--- src/source/pat_core_pkg.sv ---
package pat_core_pkg;

	localparam int data_w = 8;                      // datapath width
	localparam int pc_w = 10;                       // program counter width
	localparam int reg_count = 8;                   // register file depth
	localparam int reg_adr_w = $clog2(reg_count);
	localparam int shamt_w = $clog2(data_w);        // shift amount bits

	// fetch handshake sequencer
	typedef enum logic [1:0] {
		seq_fetch,      // req high, waiting for ack
		seq_release,    // instr captured, waiting for ack to drop
		seq_execute     // single commit cycle
	} seq_state_e;

	typedef enum logic [3:0] {
		alu_or, alu_and, alu_add, alu_sub, alu_pass_b,
		alu_not_a, alu_shlz, alu_shlo, alu_shrz, alu_asr
	} alu_op_e;

	// what the commit unit does with a decoded instruction
	typedef enum logic [2:0] {
		kind_alu, kind_in, kind_out, kind_test, kind_branch, kind_none
	} kind_e;

endpackage

--- src/source/pat_isa_pkg.sv ---
package pat_isa_pkg;

	// ==================================================
	// instruction format, msb first: rn | cond | op8 | imm8
	// ==================================================
	localparam int instr_w = 17;   // whole instruction
	localparam int rn_w = 3;       // register index
	localparam int cond_w = 2;     // condition code
	localparam int op_w = 4;       // every opcode field is a nibble
	localparam int imm8_w = 8;     // i8 immediate / branch offset
	localparam int imm3_w = 3;     // i3 immediate, low bits of imm8

	// field positions inside the instruction
	localparam int rn_lsb = 14;
	localparam int cond_lsb = 12;
	localparam int op8_lsb = 8;
	localparam int imm8_lsb = 0;

	// sub-opcode positions inside imm8
	localparam int op3_lsb = 4;
	localparam int op0_lsb = 0;

	// i8 space, even code = immediate form
	typedef enum logic [op_w-1:0] {
		op8_ori = 4'd0,
		op8_orr = 4'd1,
		op8_andi = 4'd2,
		op8_andr = 4'd3,
		op8_addi = 4'd4,
		op8_addr = 4'd5,
		op8_subi = 4'd6,
		op8_subr = 4'd7,
		op8_ldi = 4'd8,
		op8_bf = 4'd13,
		op8_i3_pfx = 4'd15     // escape into the i3 space
	} op8_e;

	// i3 space, carried in imm8[7:4]
	typedef enum logic [op_w-1:0] {
		op3_shlzi = 4'd0,
		op3_shlzr = 4'd1,
		op3_shloi = 4'd2,
		op3_shlor = 4'd3,
		op3_shrzi = 4'd4,
		op3_shrzr = 4'd5,
		op3_asri = 4'd6,
		op3_asrr = 4'd7,
		op3_in = 4'd8,
		op3_out = 4'd11,
		op3_i0_pfx = 4'd15     // escape into the i0 space
	} op3_e;

	// i0 space, carried in imm8[3:0]
	typedef enum logic [op_w-1:0] {
		op0_not = 4'd0,
		op0_test = 4'd2,
		op0_nop = 4'd15
	} op0_e;

	typedef enum logic [cond_w-1:0] {
		cond_z = 2'd0,    // Z set
		cond_nz = 2'd1,   // Z clear
		cond_n = 2'd2,    // N set
		cond_al = 2'd3    // always
	} cond_e;

endpackage

--- src/source/pat_exec_if.sv ---
`timescale 1ns/1ps

// one decoded instruction, decoder -> both alus and commit
interface pat_exec_if import pat_core_pkg::*, pat_isa_pkg::*; ();

	logic valid;                    // high only in the execute cycle
	alu_op_e alu_op;
	kind_e kind;
	logic src_imm;                  // 1: take imm_alu result
	logic [reg_adr_w-1:0] rn;       // source and destination reg
	logic [reg_adr_w-1:0] rs;       // second source, imm8[2:0]
	logic [data_w-1:0] imm;         // imm8 or zero-extended imm3
	cond_e cond;
	logic [data_w-1:0] offset;      // raw imm8 for bf

	modport decoder (
		output valid, alu_op, kind, src_imm, rn, rs, imm, cond, offset
	);

	// alus only need the operation, operands come on ports
	modport alu (input alu_op);

	modport commit (
		input valid, kind, src_imm, rn, imm, cond, offset
	);

endinterface

--- src/source/pat_alu.sv ---
`timescale 1ns/1ps

module pat_alu import pat_core_pkg::*;
(
	pat_exec_if.alu exec,
	input  logic [data_w-1:0] i_a,    // always reg[rn]
	input  logic [data_w-1:0] i_b,    // reg[rs] or immediate
	output logic [data_w-1:0] o_y
);

	logic is_sub;
	logic [data_w-1:0] b_addsub;
	logic [data_w-1:0] sum;
	logic [shamt_w-1:0] shamt;
	logic [data_w-1:0] shlo;
	logic [data_w-1:0] asr;

	// ==================================================
	// shared adder, sub = a + ~b + 1
	// ==================================================
	assign is_sub = (exec.alu_op == alu_sub);
	assign b_addsub = is_sub ? ~i_b : i_b;
	assign sum = i_a + b_addsub + {{(data_w-1){1'b0}}, is_sub};

	// shifts take only the low bits of b
	assign shamt = i_b[shamt_w-1:0];
	// shifting the complement in zeros gives ones after inverting back
	assign shlo = ~((~i_a) << shamt);
	assign asr = $signed(i_a) >>> shamt;

	always_comb
	begin
		case (exec.alu_op)
			alu_or: o_y = i_a | i_b;
			alu_and: o_y = i_a & i_b;
			alu_add, alu_sub: o_y = sum;
			alu_pass_b: o_y = i_b;          // ldi
			alu_not_a: o_y = ~i_a;
			alu_shlz: o_y = i_a << shamt;
			alu_shlo: o_y = shlo;
			alu_shrz: o_y = i_a >> shamt;
			alu_asr: o_y = asr;
			default: o_y = i_b;
		endcase
	end

endmodule

--- src/source/pat_commit.sv ---
`timescale 1ns/1ps

module pat_commit import pat_core_pkg::*, pat_isa_pkg::*;
(
	input  logic clk,
	input  logic reset,
	pat_exec_if.commit exec,
	input  logic [data_w-1:0] i_reg_y,
	input  logic [data_w-1:0] i_imm_y,
	input  logic [data_w-1:0] i_rn_val,
	input  logic [data_w-1:0] i_in0,
	input  logic [data_w-1:0] i_in1,
	input  logic [data_w-1:0] i_in2,
	output logic o_wr_en,
	output logic [reg_adr_w-1:0] o_wr_adr,
	output logic [data_w-1:0] o_wr_data,
	output logic o_branch_take,
	output logic [data_w-1:0] o_offset,
	output logic [data_w-1:0] o_out_data,
	output logic o_out_valid
);

	logic flag_z;
	logic flag_n;
	logic cond_ok;
	logic fire;               // instruction commits this cycle
	logic [data_w-1:0] in_sel;
	logic [data_w-1:0] out_q;

	always_comb
	begin
		case (exec.cond)
			cond_z: cond_ok = flag_z;
			cond_nz: cond_ok = !flag_z;
			cond_n: cond_ok = flag_n;
			default: cond_ok = 1'b1;   // al
		endcase
	end
	assign fire = exec.valid && cond_ok;

	// one-hot port code, anything else falls back to port 0
	always_comb
	begin
		case (exec.imm[2:0])
			3'b010: in_sel = i_in1;
			3'b100: in_sel = i_in2;
			default: in_sel = i_in0;
		endcase
	end

	// ==================================================
	// commit by kind
	// ==================================================
	assign o_wr_en = fire && (exec.kind == kind_alu || exec.kind == kind_in);
	assign o_wr_adr = exec.rn;
	assign o_wr_data = (exec.kind == kind_in) ? in_sel :
		(exec.src_imm ? i_imm_y : i_reg_y);
	assign o_branch_take = fire && (exec.kind == kind_branch);
	assign o_offset = exec.offset;   // sequencer sign-extends
	assign o_out_valid = fire && (exec.kind == kind_out);
	assign o_out_data = o_out_valid ? i_rn_val : out_q;   // port holds last value

	always_ff @(posedge clk)
	begin
		if (reset)
		begin
			flag_z <= 1'b0;
			flag_n <= 1'b0;
			out_q <= '0;
		end
		else if (fire)
		begin
			if (exec.kind == kind_test)
			begin
				flag_z <= (i_rn_val == '0);
				flag_n <= i_rn_val[data_w-1];   // sign bit
			end
			if (exec.kind == kind_out)
				out_q <= i_rn_val;
		end
	end

endmodule

--- src/source/pat_core.sv ---
`timescale 1ns/1ps

module pat_core import pat_core_pkg::*, pat_isa_pkg::*;
(
	input  logic clk,
	input  logic reset,
	input  logic i_fetch_ack,
	input  logic [instr_w-1:0] i_instr,
	input  logic [data_w-1:0] i_in0,
	input  logic [data_w-1:0] i_in1,
	input  logic [data_w-1:0] i_in2,
	output logic o_fetch_req,
	output logic [pc_w-1:0] o_pc,
	output logic [data_w-1:0] o_out_data,
	output logic o_out_valid
);

	logic [instr_w-1:0] instr;
	logic execute;
	logic branch_take;
	logic [data_w-1:0] offset;
	logic [data_w-1:0] rd_a;       // reg[rn]
	logic [data_w-1:0] rd_b;       // reg[rs]
	logic [data_w-1:0] reg_y;
	logic [data_w-1:0] imm_y;
	logic wr_en;
	logic [reg_adr_w-1:0] wr_adr;
	logic [data_w-1:0] wr_data;

	pat_exec_if exec ();

	// ==================================================
	// fetch and decode
	// ==================================================
	pat_sequencer u_seq (
		.clk(clk), .reset(reset),
		.i_fetch_ack(i_fetch_ack), .i_instr(i_instr),
		.i_branch_take(branch_take), .i_offset(offset),
		.o_fetch_req(o_fetch_req), .o_pc(o_pc),
		.o_instr(instr), .o_execute(execute)
	);

	pat_decoder u_dec (.i_instr(instr), .i_execute(execute), .exec(exec));

	pat_regfile u_rf (
		.clk(clk), .reset(reset),
		.i_rd_a_adr(exec.rn), .i_rd_b_adr(exec.rs),
		.i_wr_en(wr_en), .i_wr_adr(wr_adr), .i_wr_data(wr_data),
		.o_rd_a(rd_a), .o_rd_b(rd_b)
	);

	// two alus side by side, no operand mux in front of them
	pat_alu reg_alu (.exec(exec), .i_a(rd_a), .i_b(rd_b), .o_y(reg_y));
	pat_alu imm_alu (.exec(exec), .i_a(rd_a), .i_b(exec.imm), .o_y(imm_y));

	pat_commit u_commit (
		.clk(clk), .reset(reset), .exec(exec),
		.i_reg_y(reg_y), .i_imm_y(imm_y), .i_rn_val(rd_a),
		.i_in0(i_in0), .i_in1(i_in1), .i_in2(i_in2),
		.o_wr_en(wr_en), .o_wr_adr(wr_adr), .o_wr_data(wr_data),
		.o_branch_take(branch_take), .o_offset(offset),
		.o_out_data(o_out_data), .o_out_valid(o_out_valid)
	);

endmodule

--- src/source/pat_decoder.sv ---
`timescale 1ns/1ps

module pat_decoder import pat_core_pkg::*, pat_isa_pkg::*;
(
	input  logic [instr_w-1:0] i_instr,
	input  logic i_execute,
	pat_exec_if.decoder exec
);

	logic [rn_w-1:0] f_rn;
	logic [cond_w-1:0] f_cond;
	logic [imm8_w-1:0] f_imm8;
	op8_e op8;
	op3_e op3;
	op0_e op0;
	logic is_i8;
	logic is_i3;
	alu_op_e op_sel;
	kind_e kind_sel;

	// ==================================================
	// field split
	// ==================================================
	assign f_rn = i_instr[rn_lsb +: rn_w];
	assign f_cond = i_instr[cond_lsb +: cond_w];
	assign op8 = op8_e'(i_instr[op8_lsb +: op_w]);
	assign f_imm8 = i_instr[imm8_lsb +: imm8_w];
	assign op3 = op3_e'(f_imm8[op3_lsb +: op_w]);   // only meaningful behind i3 prefix
	assign op0 = op0_e'(f_imm8[op0_lsb +: op_w]);   // only meaningful behind i0 prefix

	assign is_i8 = (op8 != op8_i3_pfx);
	assign is_i3 = !is_i8 && (op3 != op3_i0_pfx);   // anything left over is i0

	// opcode -> alu operation and commit kind
	always_comb
	begin
		op_sel = alu_pass_b;
		kind_sel = kind_alu;   // most opcodes write rn
		if (is_i8)
			case (op8)
				op8_ori, op8_orr: op_sel = alu_or;
				op8_andi, op8_andr: op_sel = alu_and;
				op8_addi, op8_addr: op_sel = alu_add;
				op8_subi, op8_subr: op_sel = alu_sub;
				op8_ldi: op_sel = alu_pass_b;   // rn <= imm8 via imm alu
				op8_bf: kind_sel = kind_branch;
				default: kind_sel = kind_none;  // undefined codes behave as nop
			endcase
		else if (is_i3)
			case (op3)
				op3_shlzi, op3_shlzr: op_sel = alu_shlz;
				op3_shloi, op3_shlor: op_sel = alu_shlo;
				op3_shrzi, op3_shrzr: op_sel = alu_shrz;
				op3_asri, op3_asrr: op_sel = alu_asr;
				op3_in: kind_sel = kind_in;
				op3_out: kind_sel = kind_out;
				default: kind_sel = kind_none;
			endcase
		else
			case (op0)
				op0_not: op_sel = alu_not_a;
				op0_test: kind_sel = kind_test;
				default: kind_sel = kind_none;  // nop and the rest
			endcase
	end

	assign exec.valid = i_execute;
	assign exec.alu_op = op_sel;
	assign exec.kind = kind_sel;
	// even opcode picks the immediate form, i0 always works on registers
	assign exec.src_imm = (is_i8 && !op8[0]) || (is_i3 && !op3[0]);
	assign exec.imm = is_i8 ? f_imm8 : {{(data_w-imm3_w){1'b0}}, f_imm8[imm3_w-1:0]};
	assign exec.rn = f_rn;
	assign exec.rs = f_imm8[imm3_w-1:0];
	assign exec.cond = cond_e'(f_cond);
	assign exec.offset = f_imm8;

endmodule

--- src/source/pat_regfile.sv ---
`timescale 1ns/1ps

module pat_regfile import pat_core_pkg::*;
(
	input  logic clk,
	input  logic reset,
	input  logic [reg_adr_w-1:0] i_rd_a_adr,   // rn
	input  logic [reg_adr_w-1:0] i_rd_b_adr,   // rs
	input  logic i_wr_en,
	input  logic [reg_adr_w-1:0] i_wr_adr,
	input  logic [data_w-1:0] i_wr_data,
	output logic [data_w-1:0] o_rd_a,
	output logic [data_w-1:0] o_rd_b
);

	logic [data_w-1:0] regs [reg_count];

	// async reads, so both alus see operands inside the execute cycle
	assign o_rd_a = regs[i_rd_a_adr];
	assign o_rd_b = regs[i_rd_b_adr];

	always_ff @(posedge clk)
	begin
		if (reset)
		begin
			for (int i = 0; i < reg_count; i++)
				regs[i] <= '0;
		end
		else if (i_wr_en)
			regs[i_wr_adr] <= i_wr_data;   // lands at end of execute
	end

endmodule

--- src/source/pat_sequencer.sv ---
`timescale 1ns/1ps

module pat_sequencer import pat_core_pkg::*, pat_isa_pkg::*;
(
	input  logic clk,
	input  logic reset,
	input  logic i_fetch_ack,
	input  logic [instr_w-1:0] i_instr,
	input  logic i_branch_take,          // already qualified by commit
	input  logic [data_w-1:0] i_offset,
	output logic o_fetch_req,
	output logic [pc_w-1:0] o_pc,
	output logic [instr_w-1:0] o_instr,
	output logic o_execute
);

	seq_state_e state;
	logic req_q;
	logic capture;
	logic [pc_w-1:0] pc_q;
	logic [pc_w-1:0] pc_jump;
	logic [pc_w-1:0] pc_next;
	logic [instr_w-1:0] instr_q;

	// ack seen while requesting
	assign capture = (state == seq_fetch) && req_q && i_fetch_ack;

	// bf is relative to its own address
	assign pc_jump = pc_q + {{(pc_w-data_w){i_offset[data_w-1]}}, i_offset};
	assign pc_next = i_branch_take ? pc_jump : pc_q + pc_w'(1);

	// ==================================================
	// four-phase fetch handshake
	// ==================================================
	always_ff @(posedge clk)
	begin
		if (reset)
		begin
			state <= seq_fetch;
			req_q <= 1'b0;
			pc_q <= '0;
		end
		else
		begin
			case (state)
				seq_fetch:
				begin
					if (!req_q)
						req_q <= 1'b1;   // first request after reset
					else if (capture)
					begin
						req_q <= 1'b0;
						state <= seq_release;
					end
				end
				seq_release:
					if (!i_fetch_ack)
						state <= seq_execute;   // responder finished
				seq_execute:
				begin
					pc_q <= pc_next;
					req_q <= 1'b1;   // next fetch right after the commit cycle
					state <= seq_fetch;
				end
				default: state <= seq_fetch;
			endcase
		end
	end

	// instruction register, plain payload
	always_ff @(posedge clk)
	begin
		if (capture)
			instr_q <= i_instr;
	end

	assign o_fetch_req = req_q;
	assign o_pc = pc_q;
	assign o_instr = instr_q;
	assign o_execute = (state == seq_execute);

endmodule

--- config.mk ---
export PLATFORM = sky130hd
export DESIGN_NAME = pat_core
export DESIGN_NICKNAME = d
export VERILOG_FILES = /design/src/source/pat_core_pkg.sv /design/src/source/pat_isa_pkg.sv /design/src/source/pat_exec_if.sv /design/src/source/pat_alu.sv /design/src/source/pat_commit.sv /design/src/source/pat_core.sv /design/src/source/pat_decoder.sv /design/src/source/pat_regfile.sv /design/src/source/pat_sequencer.sv
export SDC_FILE = /design/constraint.sdc
export NUM_CORES = 1
export LEC_CHECK = 0
export BUFFER_PORTS_ARGS = -buffer_cell sky130_fd_sc_hd__buf_2
export CELL_PAD_IN_SITES_DETAIL_PLACEMENT = 0
export CELL_PAD_IN_SITES_GLOBAL_PLACEMENT = 1
export CORE_MARGIN = 3
export CORE_UTILIZATION = 35
export DETAILED_ROUTE_END_ITERATION = 12
export PLACE_DENSITY = 0.65
export SLEW_MARGIN = 0
export SYNTH_ARGS = -nofsm -noshare
export SYNTH_HDL_FRONTEND = slang
export SYNTH_SLANG_ARGS = --single-unit
--- constraint.sdc ---
create_clock -name clk -period 4.8 [get_ports clk]
set_input_delay 0.96 -clock clk [delete_from_list [all_inputs] [get_ports clk]]
set_output_delay 0.96 -clock clk [all_outputs]
set_load 0.02 [all_outputs]
==> impl_metrics.json <==
{
  "dp_cells": 1297,
  "grt_pass1_wl_um": 49670,
  "r2r_cells": 12,
  "gp_congestion": 0.9305,
  "setup_violations": 0,
  "core_um2": 25470,
  "path_clk_slew_ns": 0.09,
  "postRouteAntennaNets": 0,
  "fin_worst_skew_ns": 0.01320,
  "power_mw": 2.797,
  "outcome": "finished, final reports clean",
  "timing.fmax_mhz": 220.4,
  "instances_no_fill": 1313,
  "antenna_cells": 0,
  "drv_cap": 0,
  "cts_buffers": 9,
  "dr.pass1.iters": 6,
  "power.density_nw_per_um2": 272.2,
  "crit_buf_inv": 2,
  "slew_headroom": 0.3477,
  "hold_depth": 2,
  "ys_warn_count": 0,
  "period_share": 0.9454,
  "worst_slack_ns": 0.2622,
  "via_per_inst": 6.216,
  "dp_hpwl_um": 25020,
  "htreeDepth": 3,
  "syn_inst": 925,
  "synth_edf_count": 81,
  "cp_top_family": "compound AO/OA/AOI/OAI gates",
  "syn_avg_cell_area_um2": 9.937,
  "io_buffer_count": 63,
  "hold_viol_final": 0,
  "row_count": 58,
  "start_util": 0.3608,
  "clockBufferDepth": 2,
  "crit_chain": "buf_4 -> mux4_1 -> mux2i_2 -> inv_2 -> ha_1 -> o21ai_0 -> a21boi_0 -> nor3_1 -> a2111oi_0 -> a22oi_1 -> o21ai_2 -> nor2_1",
  "drt_iter0_markers": 1063,
  "ys_seq_area_frac": 0.3278,
  "io_pins": 64,
  "synth_cell_types": 88,
  "grt_max_degree": 36,
  "synth_ff_type": "edfxtp_1",
  "grt.total_usage": 0.2284,
  "synthToLayoutAreaGrowth_pct": 11.82,
  "netlist_area_um2": 9191,
  "crit_fanout": 9,
  "holdWs_ns": 0.4854,
  "critPathKind": "reg2reg",
  "required_ns": 4.91,
  "critPathArrivalTime_ns": 4.65,
  "nets": 1046,
  "place_ws_ns": 0.3351,
  "cp_slowest_cell": "a2111oi_0",
  "post-route-cell-area_um2": 10280,
  "multiInputGateArea_um2": 5806,
  "startpoint_type": "flip-flop",
  "setup_tns_ns": 0,
  "grt_overflow": 0,
  "drive_above_1_share": 0.2330,
  "fillers": 2530,
  "syn_nets": 993,
  "wl_per_cell_um": 25.02,
  "seqCellArea_um2": 3014,
  "worst-path-stages": 12,
  "synthArstFlopShare": 0,
  "critPathCaptureType": "flip-flop",
  "drcViolationCount": 0,
  "routed_wl_um": 32860,
  "cts_resized": 0,
  "rsz0062_at_grt": "no",
  "p_leak_nw": 3.790,
  "ir_drop_uv": 163.3,
  "cts-root-buf": "clkbuf_16",
  "grt_pass1_vias": 7853,
  "ys_seq_elements": 110,
  "hp-class": "reg2reg",
  "cts_hold_buf": 0,
  "final_util": 0.4035,
  "max_stage_delay_ns": 0.65,
  "drv_slew": 0,
  "antenna_found_initial": 1,
  "cts.sinks": 110,
  "post-cts-setup-buffer-count": 0,
  "dieArea_um2": 28240,
  "tightestPinTransition_ns": 0.9748,
  "die_h_um": 168.1,
  "place_area_um2": 9960,
  "vias": 8162,
  "post-route-min-period_ns": 4.538,
  "cts_tree": "built",
  "fp.dieW_um": 168.1,
  "clk_latency_ns": 0.37
}
## worst reg2reg max path: cells and delay by family, from the launching register on
family / cells / cell delay (ns)
AO/OA/AOI/OAI: 5 / 1.72
adder cells (fa/ha/maj): 1 / 0.40
buffers and inverters: 2 / 0.45
flip-flops: 1 / 0.60
multiplexers: 2 / 0.98
AND/OR/NAND/NOR: 2 / 0.14
## worst paths after layout
check	endpoint	startpoint	slack (ns)
min	u_seq.o_pc[0]$_SDFFE_PP0P_	u_seq.o_pc[0]$_SDFFE_PP0P_	0.49
max	u_rf.regs[0][4]$_SDFFCE_PN0P_	flip-flop	0.26
max reg2reg	u_rf.regs[0][4]$_SDFFCE_PN0P_	flip-flop	0.26
min reg2reg	u_seq.o_pc[0]$_SDFFE_PP0P_	u_seq.o_pc[0]$_SDFFE_PP0P_	0.49
## sequential cells by signal, summed over array words and instances, names as in the netlist, named ones only
name,count
u_commit.flag_n,1
u_commit.flag_z,1
u_commit.out_q,8
u_rf.regs,64
u_seq.o_fetch_req,1
u_seq.o_instr,17
u_seq.o_pc,10
u_seq.state,2
## cells by family after synthesis
family | count (synthesis) | share of synthesized area
flops | 110 | 0.3278
fa+ha+maj | 25 | 0.03621
xor+xnor | 30 | 0.02859
simple gates | 332 | 0.1830
compound gates | 229 | 0.1759
mux | 114 | 0.2049
buf+inv | 85 | 0.04370
## report_power, final
part / switching, mW / internal [mW]
logic: 0.545 / 0.355
clock network: 0.424 / 0.380
registers: 0.0436 / 1.05
## placed cells by master, fill, tap and decap left out, types with 27 or more instances in the layout
cell type and count:
nor2b_1 27, nor3_1 31, dfxtp_1 28, a21oi_1 50
buf_4 46, o21ai_0 42, buf_2 63, mux2i_1 40
mux4_2 48, edfxtp_1 81, nand2_1 64, nor2_1 99
## routing by layer
layer / routed length (µm) / global-route usage
met5: 11 / 0
met4: 1363 / 0.09000
met3: 2137 / 0.03827
met2: 14690 / 0.3494
met1: 14660 / 0.3235
## final cells by class
cell class | instances | area share
inverter | 18 | 0.006574
clock inverter | 7 | 0.008887
tap | 330 | 0.04018
sequential | 110 | 0.2933
clock buffer | 9 | 0.02191
multi-input combinational | 730 | 0.5649
timing repair buffer | 109 | 0.06428
## cells in the mapped netlist, drive strengths merged (5+ instances only)
cell     instances  area (µm²)
buf             34       210.2
mux2i           46       509.2
and2             5       31.28
mux2            16       187.7
nor2           107       421.7
mux4            52        1186
nand3b           6       45.04
o21bai           5       37.54
a211oi          17       150.1
a22oi           11       82.58
a21oi           50       250.2
a21o            12       90.09
nand2           64       240.2
xnor2           17       148.9
a2111oi          9       97.60
a31oi            5       31.28
and3             5       31.28
nor3            32       160.2
inv             17       63.81
xor2            13       113.9
nand4           16       100.1
o22ai            6       43.79
o2111ai          6       52.55
dfxtp           29       580.6
ha              21       262.8
o211ai          15       131.4
nor2b           27       168.9
o21ai           44       227.7
nand2b          14       87.58
or3              5       31.28
nor4            10       77.57
o31ai            7       52.55
clkbuf          33       123.9
nand3           18       90.09
nand4b           5       43.79
edfxtp          81        2432
Power figures use the tool's default switching activity.
